[config.mk]
export PLATFORM = sky130hd
export DESIGN_NAME = pcxt_control
export DESIGN_NICKNAME = d
export VERILOG_FILES = /design/src/design/pcxt_pkg.sv /design/src/design/reset_sequencer.sv /design/src/design/clock_enables.sv /design/src/design/core_config.sv /design/src/design/pcxt_control.sv
export SDC_FILE = /design/constraint.sdc
export NUM_CORES = 1
export LEC_CHECK = 0
export ABC_AREA = 1
export BUFFER_PORTS_ARGS = -buffer_cell sky130_fd_sc_hd__clkbuf_2
export CAP_MARGIN = 40
export CELL_PAD_IN_SITES_DETAIL_PLACEMENT = 0
export CELL_PAD_IN_SITES_GLOBAL_PLACEMENT = 2
export CORE_AREA = 10 10 171 173
export DETAILED_ROUTE_END_ITERATION = 10
export DIE_AREA = 0 0 181 183
export GPL_TIMING_DRIVEN = 0
export PLACE_DENSITY = 0.94
export SLEW_MARGIN = 10
export SYNTH_ARGS = -nofsm -noshare
export SYNTH_HDL_FRONTEND = slang
export SYNTH_HIERARCHICAL = 1
export SYNTH_SLANG_ARGS = --single-unit
[constraint.sdc]
create_clock -name CLK_50M -period 2.5 [get_ports CLK_50M]
set_clock_uncertainty 0.15 [all_clocks]
set_input_delay 0.25 -clock CLK_50M [delete_from_list [all_inputs] [get_ports CLK_50M]]
set_output_delay 0.25 -clock CLK_50M [all_outputs]
set_load 0.005 [all_outputs]
[src/design/pcxt_pkg.sv]
/* Shared timing constants, rates, DIP values and state types for the PC/XT control glue.
   Every design and testbench file refers to these through pcxt_pkg:: scoped names. */

`default_nettype none

package pcxt_pkg;

	//////////////////////////////////////////////////
	// Rates
	//////////////////////////////////////////////////

	// Accumulator width, wide enough for clock_hz plus the largest step
	typedef logic [31:0] acc_t;

	// Master clock frequency
	localparam acc_t clock_hz = 32'd50_000_000;

	// Audio sample enable, 44.1 kHz
	localparam acc_t audio_step = 32'd44_100;

	// CPU enables, 4.77, 7.16 and 14.318 MHz
	localparam acc_t cpu_step_normal = 32'd4_772_727;
	localparam acc_t cpu_step_7m     = 32'd7_159_090;
	localparam acc_t cpu_step_14m    = 32'd14_318_180;

	//////////////////////////////////////////////////
	// Reset timing
	//////////////////////////////////////////////////

	// System reset hold, in CLK_50M cycles
	localparam logic [15:0] reset_hold_cycles = 16'd65535;

	// CPU reset release after system reset release
	localparam logic [15:0] cpu_reset_delay = 16'd42;

	//////////////////////////////////////////////////
	// DIP switches
	//////////////////////////////////////////////////

	// Color display, 80 columns
	localparam logic [7:0] dip_sw_cga = 8'h2D;
	// Monochrome display
	localparam logic [7:0] dip_sw_mda = 8'h3D;

	//////////////////////////////////////////////////
	// Types
	//////////////////////////////////////////////////

	// CPU clock selection
	typedef enum logic [1:0] {
		SPEED_4M77,
		SPEED_7M16,
		SPEED_14M318
	} cpu_speed_t;

	// Reset sequencer states
	typedef enum logic [1:0] {
		RST_HOLD,
		RST_CPU_WAIT,
		RST_RUN
	} reset_state_t;

endpackage

`default_nettype wire

[src/design/reset_sequencer.sv]
/* Merges power-on and menu, button and BIOS-load reset requests, then releases
   the system reset after a long hold and the CPU reset a short delay later. */

`default_nettype none

module reset_sequencer (
	input  wire  CLK_50M,
	input  wire  reset_wire,
	input  wire  menu_reset,
	input  wire  user_button,
	input  wire  bios_loading,
	output logic sys_reset,
	output logic cpu_reset
);

	pcxt_pkg::reset_state_t state;
	pcxt_pkg::reset_state_t state_next;
	logic [15:0] count;
	logic [15:0] count_next;
	logic        request;

	// Any synchronous request restarts the whole sequence
	assign request = menu_reset | user_button | bios_loading;

	//////////////////////////////////////////////////
	// Next state
	//////////////////////////////////////////////////

	always_comb begin
		state_next = state;
		count_next = count + 16'd1;
		if (request) begin
			state_next = pcxt_pkg::RST_HOLD;
			count_next = '0;
		end else begin
			case (state)
				pcxt_pkg::RST_HOLD: begin
					// Last hold cycle, hand over to the CPU delay
					if (count == pcxt_pkg::reset_hold_cycles - 16'd1) begin
						state_next = pcxt_pkg::RST_CPU_WAIT;
						count_next = '0;
					end
				end
				pcxt_pkg::RST_CPU_WAIT: begin
					if (count == pcxt_pkg::cpu_reset_delay - 16'd1) begin
						state_next = pcxt_pkg::RST_RUN;
						count_next = '0;
					end
				end
				pcxt_pkg::RST_RUN: begin
					// Counter parked while running
					count_next = count;
				end
				default: begin
					// Unused encoding, restart the sequence
					state_next = pcxt_pkg::RST_HOLD;
					count_next = '0;
				end
			endcase
		end
	end

	//////////////////////////////////////////////////
	// State and output registers
	//////////////////////////////////////////////////

	always_ff @(posedge CLK_50M or posedge reset_wire) begin
		if (reset_wire) begin
			state     <= pcxt_pkg::RST_HOLD;
			count     <= '0;
			sys_reset <= 1'b1;
			cpu_reset <= 1'b1;
		end else begin
			state     <= state_next;
			count     <= count_next;
			// Outputs follow the state being entered
			sys_reset <= (state_next == pcxt_pkg::RST_HOLD);
			cpu_reset <= (state_next != pcxt_pkg::RST_RUN);
		end
	end

endmodule

`default_nettype wire

[src/design/clock_enables.sv]
/* Fractional-rate clock enables for audio and CPU, plus the CPU speed latch.
   The speed only changes at a bus-done strobe so a CPU bus cycle is never cut short. */

`default_nettype none

module clock_enables (
	input  wire                  CLK_50M,
	input  wire                  sys_reset,
	input  pcxt_pkg::cpu_speed_t cpu_speed,
	input  wire                  bus_done,
	output logic                 audio_ce,
	output logic                 cpu_ce,
	output logic                 turbo_mode
);

	pcxt_pkg::acc_t       audio_acc;
	pcxt_pkg::acc_t       cpu_acc;
	pcxt_pkg::acc_t       cpu_step;
	pcxt_pkg::cpu_speed_t speed_q;
	logic [32:0]          audio_next;
	logic [32:0]          cpu_next;

	// One accumulator step
	// Bit 32 is the enable, the rest the new accumulator value
	function automatic logic [32:0] frac_next(
		input pcxt_pkg::acc_t acc,
		input pcxt_pkg::acc_t step
	);
		pcxt_pkg::acc_t sum;
		sum = acc + step;
		if (sum >= pcxt_pkg::clock_hz)
			frac_next = {1'b1, sum - pcxt_pkg::clock_hz};
		else
			frac_next = {1'b0, sum};
	endfunction

	//////////////////////////////////////////////////
	// Step selection
	//////////////////////////////////////////////////

	// Driven by the latched speed, never the live menu value
	always_comb begin
		case (speed_q)
			pcxt_pkg::SPEED_7M16:   cpu_step = pcxt_pkg::cpu_step_7m;
			pcxt_pkg::SPEED_14M318: cpu_step = pcxt_pkg::cpu_step_14m;
			default:                cpu_step = pcxt_pkg::cpu_step_normal;
		endcase
	end

	assign audio_next = frac_next(audio_acc, pcxt_pkg::audio_step);
	assign cpu_next   = frac_next(cpu_acc, cpu_step);

	// Anything faster than stock counts as turbo
	assign turbo_mode = (speed_q != pcxt_pkg::SPEED_4M77);

	//////////////////////////////////////////////////
	// Accumulators and speed latch
	//////////////////////////////////////////////////

	always_ff @(posedge CLK_50M or posedge sys_reset) begin
		if (sys_reset) begin
			audio_acc <= '0;
			audio_ce  <= 1'b0;
			cpu_acc   <= '0;
			cpu_ce    <= 1'b0;
			speed_q   <= pcxt_pkg::SPEED_4M77;
		end else begin
			// Registered enables, one-cycle pulses
			audio_ce  <= audio_next[32];
			audio_acc <= audio_next[31:0];
			cpu_ce    <= cpu_next[32];
			cpu_acc   <= cpu_next[31:0];
			// New speed takes effect from the next edge
			if (bus_done)
				speed_q <= cpu_speed;
		end
	end

endmodule

`default_nettype wire

[src/design/core_config.sv]
/* Combinational decode of the menu fields into video controls, CPU speed
   and the DIP-switch nibble seen on keyboard port C. */

`default_nettype none

module core_config (
	input  wire  [1:0]           aspect_ratio,
	input  wire  [1:0]           scale,
	input  wire                  mda_select,
	input  wire  [1:0]           speed_field,
	input  wire  [7:0]           port_b,
	output logic [12:0]          video_arx,
	output logic [12:0]          video_ary,
	output logic [1:0]           vga_sl,
	output logic                 scandoubler,
	output logic                 hq2x,
	output logic [3:0]           port_c_low,
	output pcxt_pkg::cpu_speed_t cpu_speed
);

	logic [7:0] dip_sw;
	logic [1:0] ar_minus;

	//////////////////////////////////////////////////
	// Video
	//////////////////////////////////////////////////

	assign ar_minus = aspect_ratio - 2'd1;

	// Original 4:3, otherwise full screen or one of the custom ratios
	assign video_arx = (aspect_ratio == 2'd0) ? 13'd4 : {11'd0, ar_minus};
	assign video_ary = (aspect_ratio == 2'd0) ? 13'd3 : 13'd0;

	// Scanline strength, 50% on scale 3, 25% on scale 2
	assign vga_sl      = {scale == 2'd3, scale == 2'd2};
	assign scandoubler = (scale != 2'd0);
	assign hq2x        = (scale == 2'd1);

	//////////////////////////////////////////////////
	// DIP switches
	//////////////////////////////////////////////////

	assign dip_sw = mda_select ? pcxt_pkg::dip_sw_mda : pcxt_pkg::dip_sw_cga;

	// Port B bit 3 picks which switch bank the BIOS reads
	assign port_c_low = port_b[3] ? dip_sw[7:4] : dip_sw[3:0];

	//////////////////////////////////////////////////
	// CPU speed
	//////////////////////////////////////////////////

	always_comb begin
		case (speed_field)
			2'd1:    cpu_speed = pcxt_pkg::SPEED_7M16;
			2'd2:    cpu_speed = pcxt_pkg::SPEED_14M318;
			// 0 and the unused code fall back to stock speed
			default: cpu_speed = pcxt_pkg::SPEED_4M77;
		endcase
	end

endmodule

`default_nettype wire

[src/design/pcxt_control.sv]
/* System control top level for the PC/XT core: reset sequencing, clock enables
   and menu decode, all on CLK_50M. */

`default_nettype none

module pcxt_control (
	input  wire        CLK_50M,
	input  wire        reset_wire,
	input  wire        menu_reset,
	input  wire        user_button,
	input  wire        bios_loading,
	input  wire        bus_done,
	input  wire [1:0]  aspect_ratio,
	input  wire [1:0]  scale,
	input  wire        mda_select,
	input  wire [1:0]  speed_field,
	input  wire [7:0]  port_b,
	output wire        sys_reset,
	output wire        cpu_reset,
	output wire        audio_ce,
	output wire        cpu_ce,
	output wire        turbo_mode,
	output wire [12:0] video_arx,
	output wire [12:0] video_ary,
	output wire [1:0]  vga_sl,
	output wire        scandoubler,
	output wire        hq2x,
	output wire [3:0]  port_c_low
);

	// Menu speed, before the bus-done latch
	pcxt_pkg::cpu_speed_t cpu_speed;

	//////////////////////////////////////////////////
	// Reset
	//////////////////////////////////////////////////

	reset_sequencer u_reset_sequencer (
		.CLK_50M      (CLK_50M),
		.reset_wire   (reset_wire),
		.menu_reset   (menu_reset),
		.user_button  (user_button),
		.bios_loading (bios_loading),
		.sys_reset    (sys_reset),
		.cpu_reset    (cpu_reset)
	);

	//////////////////////////////////////////////////
	// Enables
	//////////////////////////////////////////////////

	// Held in reset along with the rest of the system
	clock_enables u_clock_enables (
		.CLK_50M    (CLK_50M),
		.sys_reset  (sys_reset),
		.cpu_speed  (cpu_speed),
		.bus_done   (bus_done),
		.audio_ce   (audio_ce),
		.cpu_ce     (cpu_ce),
		.turbo_mode (turbo_mode)
	);

	//////////////////////////////////////////////////
	// Menu decode
	//////////////////////////////////////////////////

	core_config u_core_config (
		.aspect_ratio (aspect_ratio),
		.scale        (scale),
		.mda_select   (mda_select),
		.speed_field  (speed_field),
		.port_b       (port_b),
		.video_arx    (video_arx),
		.video_ary    (video_ary),
		.vga_sl       (vga_sl),
		.scandoubler  (scandoubler),
		.hq2x         (hq2x),
		.port_c_low   (port_c_low),
		.cpu_speed    (cpu_speed)
	);

endmodule

`default_nettype wire

==> results of run 1 <==
## routing by layer
metal  part of all wire  global-route usage  wire length [µm]  up-vias
met5                  0                   0                 0        -
met4              0.019             0.05239               532        0
met3              0.028             0.01496               780       34
met2               0.51              0.2795             13980      154
met1               0.44              0.1928             12090     4294
li1                   -                   -                 -     4677
## power groups by stage
stage	clock (mW)	sequential [mW]	combinational [mW]
after floorplan	0	1.94	4.71
after global placement	0	2.01	5.88
after detailed placement	0	2.02	5.92
after CTS	1.44	2.01	6.96
after global routing	1.50	2.07	9.05
final	1.42	2.03	8.24
## placed cells by master (no fill, tap or decap), drive strengths merged
cell           n
a21boi         1
a21oi         31
and2           2
and3           1
buf          140
bufinv         1
clkbuf        43
clkinv         5
clkinvlp       1
conb          21
dfrtp         84
dfstp          2
dlygate4sd3    2
fa             1
ha            20
inv          194
nand2        546
nand3        156
nand3b         3
nand4         24
nor2         197
nor3           9
nor4           3
o21ai         49
o21bai         1
o22ai          1
or2            2
xnor2          7
xor2          39
## worst max-delay path, cell delays in order (launching register included)
cell       delay [ns]
dfrtp_1          0.39
inv_2            0.12
ha_4             0.24
nor2_4           0.10
inv_2            0.06
fa_2             0.42
inv_4            0.09
nand3_2          0.06
nand2_2          0.08
nand2_2          0.06
nand2_4          0.11
nand3_4          0.10
nand4_1          0.14
nand2_4          0.09
nor2_2           0.20
o21ai_2          0.09
nand2_4          0.10
nand3_2          0.10
nand2_4          0.10
buf_12           0.15
clkbuf_16        0.17
nand2_4          0.04
o21ai_2          0.06
## cells by family (layout without fill, tap and decap cells)
family	Yosys count	count (layout)
flops	86	86
xor+xnor	46	46
fa+ha+maj	21	21
compound gates	83	83
simple gates	943	943
buf+inv	230	386
other cells	1	21
## stage by stage
step                      instance area [µm²]  total power [mW]  utilization
after floorplan                          8812             6.644            -
after global placement                   9387             7.891       0.3643
after detailed placement                 9417             7.939       0.3655
after CTS                               11160             10.41       0.4332
after global routing                    12120             12.61       0.4704
final                                   12120             11.69       0.4704
## state kept, by name, indices dropped and copies added (netlist names)
signal / flops
u_clock_enables/audio_acc: 30
u_clock_enables/audio_ce: 1
u_clock_enables/cpu_acc: 32
u_clock_enables/cpu_ce: 1
u_clock_enables/speed_q: 2
u_reset_sequencer/count: 16
u_reset_sequencer/cpu_reset: 1
u_reset_sequencer/state: 2
u_reset_sequencer/sys_reset: 1
## synth_stat cells, drive strengths merged (3+ instances only)
cell | instances | area, µm²
a21oi | 31 | 200.2
nor4 | 3 | 18.77
dfrtp | 84 | 2102
nand2 | 546 | 2246
nor2 | 197 | 893.4
xor2 | 39 | 364.1
clkinv | 4 | 15.01
nor3 | 9 | 50.05
nand3b | 3 | 22.52
nand4 | 24 | 150.1
ha | 20 | 250.2
inv | 191 | 721.9
xnor2 | 7 | 61.31
o21ai | 49 | 316.6
nand3 | 156 | 820.8
buf | 35 | 302.8
## layout make-up
cell class | count | area [µm²] | area share
Timing Repair Buffer | 141 | 1205 | 0.09941
Tap cell | 335 | 419.2 | 0.03458
Inverter | 195 | 780.7 | 0.06442
Sequential cell | 86 | 2163 | 0.1785
Clock buffer | 10 | 229.0 | 0.01889
Multi-Input combinational cell | 1114 | 6922 | 0.5711
Buffer | 34 | 332.8 | 0.02746
Clock inverter | 6 | 68.82 | 0.005678
## final timing paths
check	from	cells past startpoint	end	slack (ns)
setup / recovery	u_clock_enables/speed_q[0]	22	u_clock_enables/cpu_acc[10]	-0.83
setup reg to reg	u_clock_enables/speed_q[0]	22	u_clock_enables/cpu_acc[10]	-0.83
hold reg to reg	u_reset_sequencer/sys_reset	1	u_clock_enables/cpu_ce	0.08
min in group asynchronous	u_reset_sequencer/sys_reset	1	u_clock_enables/cpu_ce	0.08
hold / removal	speed_field[0]	4	u_clock_enables/speed_q[1]	0.02
max in group asynchronous	reset_wire	3	u_reset_sequencer/count[4]	1.26
## timing repair
item,4_1_cts,5_1_grt
pin swaps,56,79
endpoints found under the setup margin,52,52
setup buffers,63,39
hold endpoints to repair,20,0
gates resized for setup,199,173
cloned,5,2
hold buffers,2,0
==> results.toml, run 1 <==
[timing]
maxSlewViolCount = 0
rsz0062_at_grt = "true"
finalCriticalPeriod_ns = 3.329
tns_ns = -23.15
fmax_mhz = 300.4
worst_slew_pin_slew_ns = 0.8242
period_share = 1.332
hold_ws_ns = 0.01840
setup_slack_ns = -0.8295
relSlewSlack = 0.4499
hold_viol = 0
setup_violations = 49

[global_route]
grt_max_degree = 46
track_usage = 0.1563
grt_pass1_wl_um = 43350
antenna_found_initial = 0
grt_pass1_vias = 8821
grt-ovfl-total = 0

[pwr]
ir_drop_v = 0.0005259
p_leak_nw = 6.125
pwr-share-comb = 0.705
p_seq_frac = 0.174
power.switching_mw = 5.975
internal-power_mw = 5.714
p_sw_frac = 0.5112
p_clk_frac = 0.122
powerDensity_nw_per_um2 = 964.5

[floorplan]
fp.coreArea_um2 = 25760
start_util = 0.3363
dieWidth_um = 181
boundaryPins = 60
dieArea_um2 = 33120
die_h_um = 183
rows = 59

[placement]
gp_congestion = 0.8446
hpwlAfterDp_um = 19850
dp_slack_ns = -1.477
place_inst = 1797
io_buffers = 31

[flow_run]
maxCapViolCount = 0

[synthesis]
ys_types = 44
synthMuxAreaShare = 0
synth_top_family_by_area = "simple AND/OR/NAND/NOR gates"
synth_ff_type = "dfrtp_1"
yosys_warnings = 6
synth-xor-area-share = 0.04910
ys_ff_latch = 86
async_flop_share = 1.000
netlist_instances = 1410
ys_seq_area_frac = 0.2487
synthAdderAreaFrac = 0.03119
avgSynthCellArea_um2 = 6.145
synth_compound_area_frac = 0.06209
synthSimpleGateAreaFrac = 0.4885
synth_area_um2 = 8665
synth_edf_count = 0

[cells_and_area]
fill_cells = 2539
area_growth_pct = 39.88
antennaDiodeCount = 0
layout.nets = 1623
final_layout_size_suffix_gt1_frac = 0.3789
final_cells = 1921

[detailed_routing]
dr.pass1.iters = 5
postRouteAntennaNets = 0
drt-wirelength-per-cell_um = 14.25
drc = 0
via_per_inst = 4.768
drt_iter0_drc = 481
routed_wl_um = 27380
vias = 9159

[clock_network]
cts_buffer_depth = 2
clock_sinks = 86
cts_tree = "built"
root_buffer = "clkbuf_16"
worstSkewPairLatency_ns = 0.36
clk_pin_slew_ns = 0.07
htree_levels = 3
cts_inserted_buffers = 9

[setup_path]
cp-start-kind = "flop"
cp_data_arrival_time_ns = 3.46
path_class = "reg2reg"
cp-end-kind = "flop"
required_ns = 2.63
critPathMaxFanout = 7

[run_status]
status = "finished, violations left"
violations = "setup timing"

[worst_hold_path]
hp-class = "in2reg"
(Power assumes the default switching activity.)
==> run 2, diff against run 1 <==
Settings changed: ABC_CLOCK_PERIOD_IN_PS from default to 2700, CORE_AREA 10 10 171 173 to 10 10 181 183, DIE_AREA 0 0 181 183 to 0 0 191 193, PLACE_DENSITY 0.94 to 0.89.
Clock period 2.5 ns to 2.7 ns, I/O delays scaled along.
==> results.toml, run 2 (synthesis gave the netlist of run 1 again) <==
[run_status]
status = "finished, violations left"
violations = "setup timing"

[pwr]
powerDensity_nw_per_um2 = 929.0
p_leak_nw = 6.168
ir_drop_v = 0.0004527

[setup_path]
startpoint = "u_clock_enables/speed_q[1]"
endpoint = "u_clock_enables/cpu_acc[20]"
critPathMaxFanout = 5
cp-end-kind = "flop"
path_class = "reg2reg"
cp_data_arrival_time_ns = 3.48
required_ns = 2.83
crit_path_top_delay_cell = "dfrtp_1"
crit_family = "simple AND/OR/NAND/NOR gates"
cp-start-kind = "flop"
r2r_end = "u_clock_enables/cpu_acc[20]"
path_common_cell = "nand2_2"
reg2reg_slack_ns = -0.65
crit_cells = 26
cpPeakStageDelay_ns = 0.41
r2r_start = "u_clock_enables/speed_q[1]"
ff2ff_path_depth = 26
cp_num_buf_inv = 8

[timing]
rsz0062_at_grt = "true"
hold_viol = 0
finalCriticalPeriod_ns = 3.346
fmax_mhz = 298.8
setup_violations = 26
setup_slack_ns = -0.6464
maxSlewViolCount = 0
period_share = 1.239
tns_ns = -15.09

[clock_network]
clk_pin_slew_ns = 0.07
htree_levels = 3
worstSkewPairLatency_ns = 0.35
cts_inserted_buffers = 9
cts_buffer_depth = 2
root_buffer = "clkbuf_16"
clock_sinks = 86
cts_tree = "built"

[detailed_routing]
drt_iter0_drc = 469
drc = 0
dr.pass1.iters = 5
drt-wirelength-per-cell_um = 13.96
routed_wl_um = 27690
postRouteAntennaNets = 0
vias = 9116
via_per_inst = 4.595

[cells_and_area]
fill_cells = 2942
layout_common_cells = "nand2_1, inv_1, buf_4, nand2_2, nor2_1"
top_register = "u_clock_enables/cpu_acc"
final_common_cell = "nand2_1"
final_core_util = 0.4224
reg_top3 = "u_clock_enables/cpu_acc: 32 flops, u_clock_enables/audio_acc: 30 flops, u_reset_sequencer/count: 16 flops"
largest_reg_flops = 32
area_growth_pct = 42.57
antennaDiodeCount = 0
final_layout_size_suffix_gt1_frac = 0.3915
layout.nets = 1631

[global_route]
gr-usage-met1 = 0.1768
use_met3 = 0.01529
use_met2 = 0.2550
grt_busiest_layer = "met2"
antenna_found_initial = 0
grt-ovfl-total = 0
grt_pass1_vias = 8584
track_usage = 0.1418
grt_pass1_wl_um = 42700
grt_max_degree = 46

[worst_hold_path]
hp-class = "in2reg"

[placement]
hpwlAfterDp_um = 20300
io_buffers = 31
gp_congestion = 0.8476

[floorplan]
boundaryPins = 60
dieWidth_um = 191
die_h_um = 193
rows = 63
start_util = 0.2963
fp.coreArea_um2 = 29240
dieArea_um2 = 36860

[flow_run]
maxCapViolCount = 0
run 2: what timing repair did:
action | in CTS | in global routing
pin swaps | 57 | 112
gates resized for setup | 132 | 257
hold buffers | 2 | 0
gates cloned | 2 | 4
endpoints found under the hold margin | 12 | 0
setup endpoints to repair | 52 | 52
buffers inserted | 53 | 56
run 2: cell type report:
class	instances	area, µm²	share of cell area
Buffer	33	322.8	0.02613
Clock buffer	10	239.0	0.01935
Clock inverter	6	75.07	0.006077
Inverter	195	774.5	0.06270
Multi-Input combinational cell	1114	7042	0.5700
Sequential cell	86	2161	0.1749
Tap cell	390	488.0	0.03950
Timing Repair Buffer	149	1242	0.1006
Timing Repair inverter	1	8.758	0.0007090
run 2: metrics by stage:
step / worst slack [ns] / std cells / instance area (µm²) / power [mW] / hold WS (ns)
floorplan: -0.4372 / 1430 / 8810 / 6.152 / 0.08235
global placement: -1.262 / 1851 / 9453 / 7.321 / 0.3069
CTS: -0.5943 / 1924 / 10830 / 9.650 / 0.02658
detailed placement: -1.272 / 1853 / 9498 / 7.361 / 0.08704
global route: -0.8070 / 1984 / 12350 / 12.32 / 0.05832
finish: -0.6464 / 1984 / 12350 / 11.48 / 0.04293
run 2: worst min path at each step:
| stage | startpoint | end | cells after the start |
|---|---|---|---|
| floorplan | reset_wire | u_reset_sequencer/count[0] | 1 |
| global placement | reset_wire | u_reset_sequencer/count[14] | 2 |
| detailed placement | u_reset_sequencer/sys_reset | u_clock_enables/cpu_ce | 1 |
| CTS | speed_field[0] | u_clock_enables/speed_q[1] | 4 |
| global route | speed_field[0] | u_clock_enables/speed_q[1] | 4 |
| finish | speed_field[0] | u_clock_enables/speed_q[1] | 4 |
run 2: power by group:
part	switching [mW]	leakage [nW]	total (mW)	internal, mW
sequential	0.285	1.13	1.89	1.60
combinational	4.99	4.88	8.22	3.23
clock	0.608	0.152	1.37	0.761
total	5.89	6.17	11.5	5.59
run 2: per-layer routing:
| layer | vias up | part of all wire |
|---|---|---|
| met3 | 26 | 0.020 |
| met4 | 0 | 0.017 |
| met5 | - | 0 |
| li1 | 4700 | - |
| met1 | 4277 | 0.45 |
| met2 | 113 | 0.52 |
run 2: worst register-to-register path: cells and delay by family (launching register included):
family                   cells  cell delay (ns)
flip-flops                   1             0.41
adder cells (fa/ha/maj)      2             0.52
AND/OR/NAND/NOR             16             1.37
buffers and inverters        8             0.82
==> run 3, diff against run 2 <==
Settings changed: ABC_AREA 1 to default, CAP_MARGIN 40 to 20, CORE_AREA 10 10 181 183 to 10 10 161 163, DIE_AREA 0 0 191 193 to 0 0 171 173.
==> results.toml, run 3 <==
[run_status]
status = "finished, violations left"
violations = "setup timing"

[clock_network]
htree_levels = 3
clock_sinks = 86
clk_pin_slew_ns = 0.07
root_buffer = "clkbuf_16"
cts_tree = "built"
cts_inserted_buffers = 9
worstSkewPairLatency_ns = 0.35
cts_buffer_depth = 2

[floorplan]
fp.coreArea_um2 = 22570
die_h_um = 173
rows = 55
boundaryPins = 60
dieWidth_um = 171
start_util = 0.3360
dieArea_um2 = 29580

[synthesis]
async_flop_share = 1.000
netlist_instances = 897
yosysTopAreaCell = "dfrtp_1"
synthMuxAreaShare = 0.01617
synth_top_family_by_area = "simple AND/OR/NAND/NOR gates"
synth_edf_count = 0
synth-xor-area-share = 0.1165
synth_ff_type = "dfrtp_1"
yosys_warnings = 6
synthSimpleGateAreaFrac = 0.2395
ys_ff_latch = 86
ys_seq_area_frac = 0.2841
synth.area.top_cells = "dfrtp_1, xnor2_1, xor2_1, nand2_1, ha_1"
synth_compound_area_frac = 0.2305
synth_area_um2 = 7585
ys_types = 99
synthAdderAreaFrac = 0.03695
yosys-top-cells-count = "dfrtp_1, nand2_1, xnor2_1"
avgSynthCellArea_um2 = 8.456
yosysTopAreaCellShare = 0.2771
yosysMostFrequentCell = "dfrtp_1"

[timing]
maxSlewViolCount = 0
setup_slack_ns = -1.388
setup_violations = 52
tns_ns = -42.10
finalCriticalPeriod_ns = 4.088
rsz0062_at_grt = "true"
period_share = 1.514
relSlewSlack = 0.4245
hold_viol = 0
worst_slew_pin_slew_ns = 0.8567
fmax_mhz = 244.6

[cells_and_area]
fill_cells = 2061
antennaDiodeCount = 0
top_register = "u_clock_enables/cpu_acc"
layout.nets = 1133
largest_reg_flops = 32
final_layout_size_suffix_gt1_frac = 0.4234
final_common_cell = "buf_4"
layout_common_cells = "buf_4, dfrtp_1, nand2_1, xnor2_1, nor2_1"
area_growth_pct = 48.14
reg_top3 = "u_clock_enables/cpu_acc: 32 flops, u_clock_enables/audio_acc: 30 flops, u_reset_sequencer/count: 16 flops"
final_core_util = 0.4978

[placement]
gp_congestion = 0.8793
hpwlAfterDp_um = 15370
io_buffers = 31

[detailed_routing]
routed_wl_um = 23680
drt_iter0_drc = 508
drt-wirelength-per-cell_um = 17.15
drc = 0
via_per_inst = 5.421
vias = 7486
dr.pass1.iters = 5
postRouteAntennaNets = 0

[setup_path]
cpPeakStageDelay_ns = 0.40
critPathMaxFanout = 5
critical_path.cell_chain = "inv_2 > buf_12 > ha_4 > buf_6 > or3b_4 > a211o_1 > o221ai_4 > o21ai_4 > a211o_1 > and3b_2 > buf_6 > nor3_4 > and3b_2 > buf_6 > o211ai_2 > xor2_1"
crit_family = "simple AND/OR/NAND/NOR gates"
required_ns = 2.79
ff2ff_path_depth = 16
cp-start-kind = "flop"
reg2reg_slack_ns = -1.39
path_common_cell = "buf_6"
r2r_end = "u_clock_enables/cpu_acc[23]"
crit_path_top_delay_cell = "or3b_4"
cp_num_buf_inv = 5
cp-end-kind = "flop"
path_class = "reg2reg"
cp_data_arrival_time_ns = 4.18
r2r_start = "u_clock_enables/speed_q[1]"

[global_route]
grt_pass1_vias = 7300
antenna_found_initial = 0
grt-ovfl-total = 0
track_usage = 0.1544
grt_pass1_wl_um = 37980
grt_max_degree = 56

[pwr]
power.switching_mw = 4.612
ir_drop_v = 0.0007048
p_seq_frac = 0.179
powerDensity_nw_per_um2 = 934.3
p_sw_frac = 0.4393
pwr-share-comb = 0.686
internal-power_mw = 5.886
p_leak_nw = 4.611
p_clk_frac = 0.135

[worst_hold_path]
hp-class = "in2reg"
hp-start = "speed_field[0]"
hold_depth = 4
holdPathEnd = "u_clock_enables/speed_q[1]"

[flow_run]
maxCapViolCount = 0
==> run 3: changes by cell type in the layout (fill, tap and decap cells not counted), moves of 36 or more <==
cell     previous run  this run
inv_1             151        22
nand2_1           375        62
nand2_2           120         2
nand2_4            49         6
nand3_1           101        30
nor2_1            119        40
nor2_2             38         2
xnor2_1             5        42
==> run 3: final cells by class <==
cell class	count	area, µm²	area share
Buffer	66	467.9	0.04165
Clock buffer	11	242.7	0.02160
Clock inverter	5	83.83	0.007461
Inverter	30	142.6	0.01269
Multi-Input combinational cell	725	6322	0.5627
Sequential cell	86	2162	0.1924
Tap cell	285	356.6	0.03174
Timing Repair Buffer	173	1458	0.1297
==> run 3: power groups by stage <==
stage,Combinational [mW],Clock (mW),Sequential (mW)
after floorplan,4.07,0,1.79
after global placement,4.92,0,1.84
after detailed placement,4.93,0,1.85
after CTS,6.51,1.46,1.86
after global routing,7.73,1.51,1.91
final,7.21,1.42,1.88
==> run 3: what timing repair did <==
item / in CTS / in global routing
endpoints found under the setup margin: 52 / 52
hold endpoints to repair: 20 / 0
hold buffers: 2 / 0
gates resized for setup: 157 / 82
pin swaps: 72 / 75
buffers inserted: 88 / 47
cloned: 4 / 1
==> run 3: worst max-delay path by stage <==
stage,startpoint,to,slack [ns],depth (start not counted)
3_5_place_dp,u_clock_enables/speed_q[0],u_clock_enables/cpu_acc[23],-1.87,17
4_1_cts,u_clock_enables/speed_q[1],u_clock_enables/cpu_acc[28],-1.32,19
5_1_grt,u_clock_enables/speed_q[0],u_clock_enables/cpu_acc[8],-1.53,17
6_report,u_clock_enables/speed_q[1],u_clock_enables/cpu_acc[23],-1.39,16
3_3_place_gp,u_clock_enables/speed_q[0],u_clock_enables/cpu_acc[23],-1.88,17
2_1_floorplan,u_clock_enables/speed_q[1],u_clock_enables/cpu_acc[23],-1.12,16
==> run 3: metrics by stage <==
stage | std cells | worst slack [ns] | power [mW] | instance area [µm²] | hold WS [ns]
finish | 1381 | -1.388 | 10.50 | 11240 | 0.03446
global route | 1381 | -1.532 | 11.16 | 11240 | 0.05681
CTS | 1339 | -1.321 | 9.826 | 10550 | 0.03059
detailed placement | 1234 | -1.866 | 6.783 | 8665 | 0.03560
global placement | 1233 | -1.883 | 6.764 | 8635 | 0.3018
floorplan | 917 | -1.122 | 5.858 | 8123 | 0.08235
==> run 3: per-layer routing <==
metal,up-vias,part of all wire,track usage
met4,0,0.017,0.04639
li1,3647,-,-
met1,3675,0.45,0.2005
met5,-,0,0
met3,26,0.028,0.02164
met2,138,0.50,0.2578
==> run 3: cell families (layout without fill, tap and decap cells) <==
group,after synthesis,count (layout)
buf+inv,106,285
simple gates,332,332
xor+xnor,97,97
compound gates,241,241
other cells,1,21
flops,86,86
fa+ha+maj,22,22
mux,12,12
==> run 3: worst reg2reg max path, stage by stage (launching register included) <==
cell and delay (ns):
dfrtp_1 0.36, inv_2 0.08, buf_12 0.13, ha_4 0.32, buf_6 0.12, or3b_4 0.40, a211o_1 0.31, o221ai_4 0.27
o21ai_4 0.12, a211o_1 0.35, and3b_2 0.25, buf_6 0.12, nor3_4 0.21, and3b_2 0.36, buf_6 0.18, o211ai_2 0.08
xor2_1 0.17
